File: src/id_pkg.sv
package id_pkg;

  localparam int XLEN   = 32;
  localparam int REG_AW = 5;

  typedef logic [XLEN-1:0]   word_t;
  typedef logic [REG_AW-1:0] reg_addr_t;

  // Major opcodes, inst[6:0]
  localparam logic [6:0] OPC_LUI    = 7'b0110111;
  localparam logic [6:0] OPC_AUIPC  = 7'b0010111;
  localparam logic [6:0] OPC_JAL    = 7'b1101111;
  localparam logic [6:0] OPC_JALR   = 7'b1100111;
  localparam logic [6:0] OPC_BRANCH = 7'b1100011;
  localparam logic [6:0] OPC_LOAD   = 7'b0000011;
  localparam logic [6:0] OPC_STORE  = 7'b0100011;
  localparam logic [6:0] OPC_OPIMM  = 7'b0010011;
  localparam logic [6:0] OPC_OP     = 7'b0110011;

  localparam logic [2:0] F3_BEQ  = 3'b000;
  localparam logic [2:0] F3_BNE  = 3'b001;
  localparam logic [2:0] F3_BLT  = 3'b100;
  localparam logic [2:0] F3_BGE  = 3'b101;
  localparam logic [2:0] F3_BLTU = 3'b110;
  localparam logic [2:0] F3_BGEU = 3'b111;

  localparam logic [2:0] F3_ADD  = 3'b000;
  localparam logic [2:0] F3_SLL  = 3'b001;
  localparam logic [2:0] F3_SLT  = 3'b010;
  localparam logic [2:0] F3_SLTU = 3'b011;
  localparam logic [2:0] F3_XOR  = 3'b100;
  localparam logic [2:0] F3_SR   = 3'b101; // SRL or SRA by inst[30]
  localparam logic [2:0] F3_OR   = 3'b110;
  localparam logic [2:0] F3_AND  = 3'b111;

  typedef enum logic [3:0] {
    ALU_NONE, ALU_ADD, ALU_SUB, ALU_SLL, ALU_SLT, ALU_SLTU,
    ALU_XOR, ALU_SRL, ALU_SRA, ALU_OR, ALU_AND, ALU_LINK
  } alu_op_e;

  typedef enum logic [2:0] {IMM_I, IMM_S, IMM_B, IMM_U, IMM_J, IMM_NONE} imm_fmt_e;

  typedef enum logic {SRC1_REG, SRC1_PC} src1_e;
  typedef enum logic {SRC2_REG, SRC2_IMM} src2_e;

  typedef struct packed {
    alu_op_e  alu_op;
    src1_e    src1;
    src2_e    src2;
    imm_fmt_e imm_fmt;
    logic     wreg;
    logic     memrd;
    logic     memwr;
    logic     mem2reg;
    logic     rs1_rd;
    logic     rs2_rd;
    logic     is_branch;
    logic     is_jal;
    logic     is_jalr;
  } ctrl_t;

  localparam word_t PC_STEP = 32'd4;

endpackage

File: src/bypass_if.sv
`timescale 1ns/1ps

// Write-back and load info of one later stage, looped back to decode
interface bypass_if import id_pkg::*; ();

  logic      wreg;
  reg_addr_t rd;
  word_t     data;
  logic      memrd; // Stage holds a load

  modport src (
    output wreg, rd, data, memrd
  );

  modport dst (
    input wreg, rd, data, memrd
  );

endinterface

File: src/id_branch_unit.sv
`timescale 1ns/1ps

module id_branch_unit import id_pkg::*; (
  input  ctrl_t      ctrl_i,
  input  logic [2:0] funct3_i,
  input  word_t      pc_i,
  input  word_t      rs1_i,
  input  word_t      rs2_i,
  input  word_t      imm_i,
  output logic       taken_o,
  output word_t      target_o,
  output word_t      link_o
);

  logic cond;
  logic jump;

  always_comb begin
    case (funct3_i)
      F3_BEQ:  cond = (rs1_i == rs2_i);
      F3_BNE:  cond = (rs1_i != rs2_i);
      F3_BLT:  cond = ($signed(rs1_i) < $signed(rs2_i));
      F3_BGE:  cond = ($signed(rs1_i) >= $signed(rs2_i));
      F3_BLTU: cond = (rs1_i < rs2_i);
      F3_BGEU: cond = (rs1_i >= rs2_i);
      default: cond = 1'b0;
    endcase
  end

  assign jump    = ctrl_i.is_jal || ctrl_i.is_jalr;
  assign taken_o = jump || (ctrl_i.is_branch && cond);

  always_comb begin
    if (ctrl_i.is_jalr) begin
      target_o = rs1_i + imm_i;
    end else if (ctrl_i.is_jal || ctrl_i.is_branch) begin
      target_o = pc_i + imm_i;
    end else begin
      target_o = '0;
    end
  end

  assign link_o = jump ? (pc_i + PC_STEP) : '0; // Return address for rd

endmodule

File: src/id_ctrl.sv
`timescale 1ns/1ps

module id_ctrl import id_pkg::*; (
  input  word_t     inst_i,
  input  logic      squash_i,
  output ctrl_t     ctrl_o,
  output reg_addr_t rs1_o,
  output reg_addr_t rs2_o,
  output reg_addr_t rd_o
);

  logic [6:0] opcode;
  logic [2:0] funct3;
  logic       alt;  // inst[30], SUB / SRA
  logic       mext; // funct7[0] on OP, multiply group

  assign opcode = inst_i[6:0];
  assign funct3 = inst_i[14:12];
  assign alt    = inst_i[30];
  assign mext   = inst_i[25];

  function automatic alu_op_e alu_decode(input logic [2:0] f3, input logic sub_ok,
                                         input logic alt_bit);
    alu_op_e op;
    case (f3)
      F3_ADD:  op = (sub_ok && alt_bit) ? ALU_SUB : ALU_ADD;
      F3_SLL:  op = ALU_SLL;
      F3_SLT:  op = ALU_SLT;
      F3_SLTU: op = ALU_SLTU;
      F3_XOR:  op = ALU_XOR;
      F3_SR:   op = alt_bit ? ALU_SRA : ALU_SRL;
      F3_OR:   op = ALU_OR;
      F3_AND:  op = ALU_AND;
      default: op = ALU_NONE;
    endcase
    return op;
  endfunction

  always_comb begin
    ctrl_o         = '0;
    ctrl_o.imm_fmt = IMM_NONE;
    if (!squash_i) begin
      case (opcode)
        OPC_LUI: begin
          ctrl_o.alu_op  = ALU_ADD; // rs1 unread gives zero
          ctrl_o.src2    = SRC2_IMM;
          ctrl_o.imm_fmt = IMM_U;
          ctrl_o.wreg    = 1'b1;
        end
        OPC_AUIPC: begin
          ctrl_o.alu_op  = ALU_ADD;
          ctrl_o.src1    = SRC1_PC;
          ctrl_o.src2    = SRC2_IMM;
          ctrl_o.imm_fmt = IMM_U;
          ctrl_o.wreg    = 1'b1;
        end
        OPC_JAL: begin
          ctrl_o.alu_op  = ALU_LINK;
          ctrl_o.imm_fmt = IMM_J;
          ctrl_o.wreg    = 1'b1;
          ctrl_o.is_jal  = 1'b1;
        end
        OPC_JALR: begin
          ctrl_o.alu_op  = ALU_LINK;
          ctrl_o.imm_fmt = IMM_I;
          ctrl_o.wreg    = 1'b1;
          ctrl_o.rs1_rd  = 1'b1;
          ctrl_o.is_jalr = 1'b1;
        end
        OPC_BRANCH: begin
          ctrl_o.alu_op    = ALU_ADD;
          ctrl_o.imm_fmt   = IMM_B;
          ctrl_o.rs1_rd    = 1'b1;
          ctrl_o.rs2_rd    = 1'b1;
          ctrl_o.is_branch = 1'b1;
        end
        OPC_LOAD: begin
          ctrl_o.alu_op  = ALU_ADD; // Address calc
          ctrl_o.src2    = SRC2_IMM;
          ctrl_o.imm_fmt = IMM_I;
          ctrl_o.wreg    = 1'b1;
          ctrl_o.rs1_rd  = 1'b1;
          ctrl_o.memrd   = 1'b1;
          ctrl_o.mem2reg = 1'b1;
        end
        OPC_STORE: begin
          ctrl_o.alu_op  = ALU_ADD;
          ctrl_o.src2    = SRC2_IMM;
          ctrl_o.imm_fmt = IMM_S;
          ctrl_o.rs1_rd  = 1'b1;
          ctrl_o.rs2_rd  = 1'b1;
          ctrl_o.memwr   = 1'b1;
        end
        OPC_OPIMM: begin
          ctrl_o.alu_op  = alu_decode(funct3, 1'b0, alt);
          ctrl_o.src2    = SRC2_IMM;
          ctrl_o.imm_fmt = IMM_I;
          ctrl_o.wreg    = 1'b1;
          ctrl_o.rs1_rd  = 1'b1;
        end
        OPC_OP: begin
          // Multiply group passes through as a no-op bundle
          if (!mext) begin
            ctrl_o.alu_op = alu_decode(funct3, 1'b1, alt);
            ctrl_o.wreg   = 1'b1;
            ctrl_o.rs1_rd = 1'b1;
            ctrl_o.rs2_rd = 1'b1;
          end
        end
        default: ; // FENCE, SYSTEM and unknown, no effect
      endcase
    end
  end

  assign rs1_o = ctrl_o.rs1_rd ? inst_i[19:15] : '0;
  assign rs2_o = ctrl_o.rs2_rd ? inst_i[24:20] : '0;
  assign rd_o  = ctrl_o.wreg   ? inst_i[11:7]  : '0;

endmodule

File: src/id_imm_gen.sv
`timescale 1ns/1ps

module id_imm_gen import id_pkg::*; (
  input  word_t    inst_i,
  input  imm_fmt_e fmt_i,
  output word_t    imm_o
);

  logic sgn;

  assign sgn = inst_i[31];

  always_comb begin
    case (fmt_i)
      IMM_I: imm_o = {{20{sgn}}, inst_i[31:20]};
      IMM_S: imm_o = {{20{sgn}}, inst_i[31:25], inst_i[11:7]};
      IMM_B: begin
        imm_o = {{19{sgn}}, sgn, inst_i[7], inst_i[30:25], inst_i[11:8], 1'b0};
      end
      IMM_U: imm_o = {inst_i[31:12], 12'b0};
      IMM_J: begin
        // Scrambled 20-bit offset, bit 0 implied zero
        imm_o = {{11{sgn}}, sgn, inst_i[19:12], inst_i[20], inst_i[30:21], 1'b0};
      end
      default: imm_o = '0;
    endcase
  end

endmodule

File: src/id_operand_fwd.sv
`timescale 1ns/1ps

module id_operand_fwd import id_pkg::*; (
  input  logic      read_i,
  input  reg_addr_t addr_i,
  input  word_t     rf_data_i,
  bypass_if.dst     ex_i,
  bypass_if.dst     mem_i,
  output word_t     data_o,
  output logic      load_use_o
);

  logic ex_hit;
  logic mem_hit;

  // x0 is never forwarded
  assign ex_hit  = ex_i.wreg && (ex_i.rd != '0) && (ex_i.rd == addr_i);
  assign mem_hit = mem_i.wreg && (mem_i.rd != '0) && (mem_i.rd == addr_i);

  always_comb begin
    if (!read_i) begin
      data_o = '0;
    end else if (ex_hit) begin
      data_o = ex_i.data;   // Youngest result wins
    end else if (mem_hit) begin
      data_o = mem_i.data;
    end else begin
      data_o = rf_data_i;
    end
  end

  // Load data not yet available in either stage
  assign load_use_o = read_i &&
                      ((ex_i.wreg && ex_i.memrd && (ex_i.rd == addr_i)) ||
                       (mem_i.wreg && mem_i.memrd && (mem_i.rd == addr_i)));

endmodule

File: src/id_stage.sv
`timescale 1ns/1ps

module id_stage import id_pkg::*; (
  input  logic       clk_i,
  input  logic       arst_n_i,
  input  logic       in_valid_i,
  input  word_t      pc_i,
  input  word_t      inst_i,
  input  word_t      rf_rs1_data_i,
  input  word_t      rf_rs2_data_i,
  output reg_addr_t  rf_rs1_addr_o,
  output reg_addr_t  rf_rs2_addr_o,
  output logic       rf_rs1_read_o,
  output logic       rf_rs2_read_o,
  input  logic       ex_wreg_i,
  input  reg_addr_t  ex_rd_i,
  input  word_t      ex_data_i,
  input  logic       ex_memrd_i,
  input  logic       mem_wreg_i,
  input  reg_addr_t  mem_rd_i,
  input  word_t      mem_data_i,
  input  logic       mem_memrd_i,
  output logic       stall_o,
  output logic       branch_taken_o,
  output word_t      branch_target_o,
  output logic       ex_valid_o,
  output alu_op_e    ex_alu_op_o,
  output src1_e      ex_src1_o,
  output src2_e      ex_src2_o,
  output word_t      ex_imm_o,
  output word_t      ex_rs1_data_o,
  output word_t      ex_rs2_data_o,
  output reg_addr_t  ex_rd_o,
  output logic       ex_wreg_o,
  output logic       ex_memrd_o,
  output logic       ex_memwr_o,
  output logic       ex_mem2reg_o,
  output logic [2:0] ex_funct3_o,
  output word_t      ex_link_o
);

  ctrl_t     ctrl;
  reg_addr_t rs1_idx;
  reg_addr_t rs2_idx;
  reg_addr_t rd_idx;
  word_t     imm;
  word_t     rs1_data;
  word_t     rs2_data;
  word_t     link;
  logic      lu_rs1;
  logic      lu_rs2;
  logic      br_taken;
  logic      accept;
  logic      squash_q; // Next accepted instruction is dropped

  bypass_if ex_byp ();
  bypass_if mem_byp ();

  assign ex_byp.wreg   = ex_wreg_i;
  assign ex_byp.rd     = ex_rd_i;
  assign ex_byp.data   = ex_data_i;
  assign ex_byp.memrd  = ex_memrd_i;
  assign mem_byp.wreg  = mem_wreg_i;
  assign mem_byp.rd    = mem_rd_i;
  assign mem_byp.data  = mem_data_i;
  assign mem_byp.memrd = mem_memrd_i;

  id_ctrl u_ctrl (
    .inst_i   (inst_i),
    .squash_i (squash_q),
    .ctrl_o   (ctrl),
    .rs1_o    (rs1_idx),
    .rs2_o    (rs2_idx),
    .rd_o     (rd_idx)
  );

  id_imm_gen u_imm (
    .inst_i (inst_i),
    .fmt_i  (ctrl.imm_fmt),
    .imm_o  (imm)
  );

  id_operand_fwd fwd_rs1 (
    .read_i     (ctrl.rs1_rd),
    .addr_i     (rs1_idx),
    .rf_data_i  (rf_rs1_data_i),
    .ex_i       (ex_byp),
    .mem_i      (mem_byp),
    .data_o     (rs1_data),
    .load_use_o (lu_rs1)
  );

  id_operand_fwd fwd_rs2 (
    .read_i     (ctrl.rs2_rd),
    .addr_i     (rs2_idx),
    .rf_data_i  (rf_rs2_data_i),
    .ex_i       (ex_byp),
    .mem_i      (mem_byp),
    .data_o     (rs2_data),
    .load_use_o (lu_rs2)
  );

  id_branch_unit u_branch (
    .ctrl_i   (ctrl),
    .funct3_i (inst_i[14:12]),
    .pc_i     (pc_i),
    .rs1_i    (rs1_data),
    .rs2_i    (rs2_data),
    .imm_i    (imm),
    .taken_o  (br_taken),
    .target_o (branch_target_o),
    .link_o   (link)
  );

  assign rf_rs1_addr_o  = rs1_idx;
  assign rf_rs2_addr_o  = rs2_idx;
  assign rf_rs1_read_o  = ctrl.rs1_rd;
  assign rf_rs2_read_o  = ctrl.rs2_rd;
  assign stall_o        = lu_rs1 | lu_rs2;
  assign branch_taken_o = in_valid_i & br_taken;
  assign accept         = in_valid_i & ~stall_o;

  always_ff @(posedge clk_i or negedge arst_n_i) begin
    if (!arst_n_i) begin
      squash_q     <= 1'b0;
      ex_valid_o   <= 1'b0;
      ex_alu_op_o  <= ALU_NONE;
      ex_src1_o    <= SRC1_REG;
      ex_src2_o    <= SRC2_REG;
      ex_wreg_o    <= 1'b0;
      ex_memrd_o   <= 1'b0;
      ex_memwr_o   <= 1'b0;
      ex_mem2reg_o <= 1'b0;
    end else begin
      if (accept) begin
        squash_q <= br_taken; // Squashed slot has no taken, so this clears
      end
      ex_valid_o <= accept & ~squash_q;
      if (accept) begin
        // ctrl is already inactive for a squashed slot
        ex_alu_op_o  <= ctrl.alu_op;
        ex_src1_o    <= ctrl.src1;
        ex_src2_o    <= ctrl.src2;
        ex_wreg_o    <= ctrl.wreg;
        ex_memrd_o   <= ctrl.memrd;
        ex_memwr_o   <= ctrl.memwr;
        ex_mem2reg_o <= ctrl.mem2reg;
      end else begin
        ex_alu_op_o  <= ALU_NONE; // Bubble
        ex_src1_o    <= SRC1_REG;
        ex_src2_o    <= SRC2_REG;
        ex_wreg_o    <= 1'b0;
        ex_memrd_o   <= 1'b0;
        ex_memwr_o   <= 1'b0;
        ex_mem2reg_o <= 1'b0;
      end
    end
  end

  always_ff @(posedge clk_i) begin
    if (accept) begin
      ex_imm_o      <= imm;
      ex_rs1_data_o <= rs1_data;
      ex_rs2_data_o <= rs2_data;
      ex_rd_o       <= rd_idx;
      ex_funct3_o   <= inst_i[14:12];
      ex_link_o     <= link;
    end
  end

endmodule

File: config.mk
export PLATFORM = sky130hd
export DESIGN_NAME = id_stage
export DESIGN_NICKNAME = d
export VERILOG_FILES = /design/src/id_pkg.sv /design/src/bypass_if.sv /design/src/id_branch_unit.sv /design/src/id_ctrl.sv /design/src/id_imm_gen.sv /design/src/id_operand_fwd.sv /design/src/id_stage.sv
export SDC_FILE = /design/constraint.sdc
export NUM_CORES = 1
export LEC_CHECK = 0
export BUFFER_PORTS_ARGS = -buffer_cell sky130_fd_sc_hd__buf_2
export CAP_MARGIN = 20
export CORE_AREA = 2 2 157 159
export CTS_CLUSTER_SIZE = 8
export DETAILED_ROUTE_END_ITERATION = 10
export DIE_AREA = 0 0 159 161
export HOLD_SLACK_MARGIN = 0.05
export PLACE_DENSITY = 0.87
export SLEW_MARGIN = 40
export SYNTH_ARGS = -nofsm -noshare
export SYNTH_HDL_FRONTEND = slang
export SYNTH_SLANG_ARGS = --single-unit
File: constraint.sdc
create_clock -name clk_i -period 11.6 [get_ports clk_i]
set_clock_uncertainty 0.15 [all_clocks]
set_input_delay 2.32 -clock clk_i [delete_from_list [all_inputs] [get_ports clk_i]]
set_output_delay 2.32 -clock clk_i [all_outputs]
set_load 0.03 [all_outputs]
==> run metrics <==
Post-Syn Area per Cell 9.13 µm²; I/O pins 402; total clock sinks 147; Root Driver clkbuf_16; Fillers 2,014; detailed-route DRC error count 0; first-pass GRT wire length just under 70 mm; RD Place Congestion between 1 and 1.5; die height 161 µm; Synth warnings 0; CTS Hold Buffers Added 0; multi-input logic area 7620 µm²; Site Rows 57; max-slew violations 0; Final ANT Viol Nets 0; Post-Synthesis Cells 1,363; fin crit share 0.947; Reg area 4360 µm²; TritonCTS Buffers 17; largest net degree at the start of global routing 78; CP Launch Type primary input; fmax around 91 MHz; Synth Register Bits between 100 and 150; setup ws final between 600 and 700 ps; Worst Path Required ~9100 ps; post-CTS setup buffer count 0; Min-Delay Path Class reg2reg; most frequent cells in the layout buf_2, nor2_1, edfxtp_1; Slew @ Worst Pin about 870 ps; most common cell after layout, fill and taps aside buf_2; # port buffers approximately 400; antenna cells 0; Worst EP arrival roughly 8500 ps; register area share after synthesis 0.350; top_reg_cell synth edfxtp_1; CP Capture Type output port; drt wl/cell 21.8 µm; Core Util, Final 0.644; Max Cap Viol 0; die area about 26,000 µm²; Die W between 150 and 200 µm; Slew headroom 0.418; PostCTS Resize Cnt 0; clock transition at the registers of the reported paths about 70 ps; CTS tree built; # nets final just over 2,000; number of synthesized flops with an enable pin about 140; final setup violation count 0; Total Power 1.44 mW; Crit Path Category in2out; drt via density between 6 and 7; HPWL Detailed roughly 36 mm; First DRT Iteration DRCs approximately 1,400; Crit Path Max Fanout 12; post-synthesis async set-or-reset flop share 0.0748; Power Density around 94 nW/µm²; initial antenna violation count 1; fin crit period 10,990 ps; total gr overflow 0; fraction of layout cells with a size suffix above 1 0.287; Finished Layout Cells 2,089; Vias between 10,000 and 15,000; endpoints failing hold 0; number of global-route vias before repair between 10,000 and 15,000; clk buf depth 2; distinct cell type count of the synthesized netlist approximately 90; dpl ws between 700 and 800 ps; TNS Setup 0 ps; core area about 24,000 µm²; initial cell density of the core 0.519; status complete, no violations; Routed WL ~46 mm; mapped cell area between 10,000 and 15,000 µm²; synth-to-layout area growth 24.1%; global-route usage over all layers 0.344; Mapped Nets between 1,500 and 2,000; Inst Count DP slightly above 2,000; H-tree Lvls 4; RSZ-0062 raised after global routing no; router iterations before antenna repair 6; worst skew pair latency between 400 and 500 ps; leakage power figure 8.02 nW; maximum vdd drop approximately 0.086 mV
layout make-up:
class                   instances  share of cell area
well taps                     324              0.0263
flip-flops and latches        147               0.282
multi-input cells            1092               0.494
clock buffers                  17              0.0276
repair buffers                428               0.144
clock inverters                14              0.0100
inverters                      67              0.0166
state kept, by name, summed over array words and instances (netlist names):
register / count
ex_alu_op_o: 4
ex_imm_o: 32
ex_src2_o: 1
ex_mem2reg_o: 1
ex_valid_o: 1
ex_wreg_o: 1
ex_rd_o: 5
ex_link_o: 32
squash_q: 1
ex_rs2_data_o: 32
ex_funct3_o: 3
ex_memwr_o: 1
ex_rs1_data_o: 32
ex_src1_o: 1
stage by stage:
stage | cell area (µm²) | hold WS, ps
floorplan | 12400 | 646
global placement | 14800 | 659
detailed placement | 14800 | 662
CTS | 15400 | 683
global route | 15400 | 759
finish | 15400 | 696
synth_stat cells, types with 4 or more instances:
cell / count / area share
nand2b_1: 16 / 0.0080
o21ai_1: 4 / 0.0016
and3_1: 10 / 0.0050
nand3_1: 37 / 0.015
nor2b_1: 14 / 0.0070
a211oi_1: 34 / 0.021
edfxtp_1: 136 / 0.33
clkbuf_1: 34 / 0.010
o22ai_1: 36 / 0.018
nor3_1: 18 / 0.0072
a21o_1: 46 / 0.028
o21bai_1: 6 / 0.0036
or3_1: 11 / 0.0055
xnor2_1: 45 / 0.032
a21oi_1: 105 / 0.042
o21ai_0: 35 / 0.014
a22o_1: 5 / 0.0035
a31oi_1: 10 / 0.0050
mux2i_1: 65 / 0.052
o21a_1: 8 / 0.0048
a211o_1: 5 / 0.0035
a21boi_0: 4 / 0.0024
nor2_1: 138 / 0.042
or2_2: 6 / 0.0030
dfrtp_1: 11 / 0.022
nor4bb_1: 7 / 0.0056
ha_1: 93 / 0.094
inv_1: 65 / 0.020
nand2_1: 135 / 0.041
o31ai_1: 5 / 0.0030
a32oi_1: 4 / 0.0028
buf_2: 5 / 0.0020
o32ai_1: 5 / 0.0035
and2_1: 23 / 0.012
nor3b_1: 5 / 0.0030
xor2_1: 52 / 0.037
nor4_1: 13 / 0.0065
buf_1: 14 / 0.0042
nand4_1: 18 / 0.0091
power breakdown:
group          internal [mW]  switching, mW
logic                 0.0987          0.182
clock network          0.318          0.239
registers              0.599        0.00717
critical path, stage by stage:
cell	delay, ps
buf_2	170
and4bb_4	410
nand3_4	170
inv_4	190
nand2_1	70
a32oi_1	290
and3_1	260
nand2_2	250
mux2i_1	200
a211oi_1	430
ha_1	380
a21o_1	190
a21o_1	190
a2111oi_0	620
o41ai_1	200
a21oi_1	210
o21ai_0	230
o21ai_0	540
nor4_4	90
a2111oi_4	410
a211oi_2	130
xnor2_1	140
o22ai_1	170
buf_2	240
worst paths after layout:
kind                            from                  end  slack, ps  cells after the start
max in group asynchronous   arst_n_i             squash_q       9510                      1
min in group asynchronous   arst_n_i            ex_src1_o       1590                      1
max                        inst_i[2]  branch_target_o[30]        610                     24
max reg2reg                 squash_q             squash_q       5140                     24
min                         squash_q             squash_q        700                      2
min reg2reg                 squash_q             squash_q        700                      2
kinds of logic after synthesis:
group                    share of synthesized area
buffers and inverters                       0.0401
AND/OR/NAND/NOR                              0.195
flip-flops                                   0.350
adder cells (fa/ha/maj)                     0.0975
multiplexers                                0.0523
AO/OA/AOI/OAI                                0.196
XOR/XNOR                                    0.0683
routing by layer:
layer / part of all wire / up-vias / GRT usage / wire, µm
met5: 0.00029 / - / 0 / 13
met3: 0.091 / 136 / 0.0634 / 4150
met4: 0.037 / 2 / 0.132 / 1690
met1: 0.40 / 6039 / 0.454 / 18300
met2: 0.47 / 755 / 0.565 / 21400
li1: - / 5832 / - / -
(Power assumes the default switching activity.)
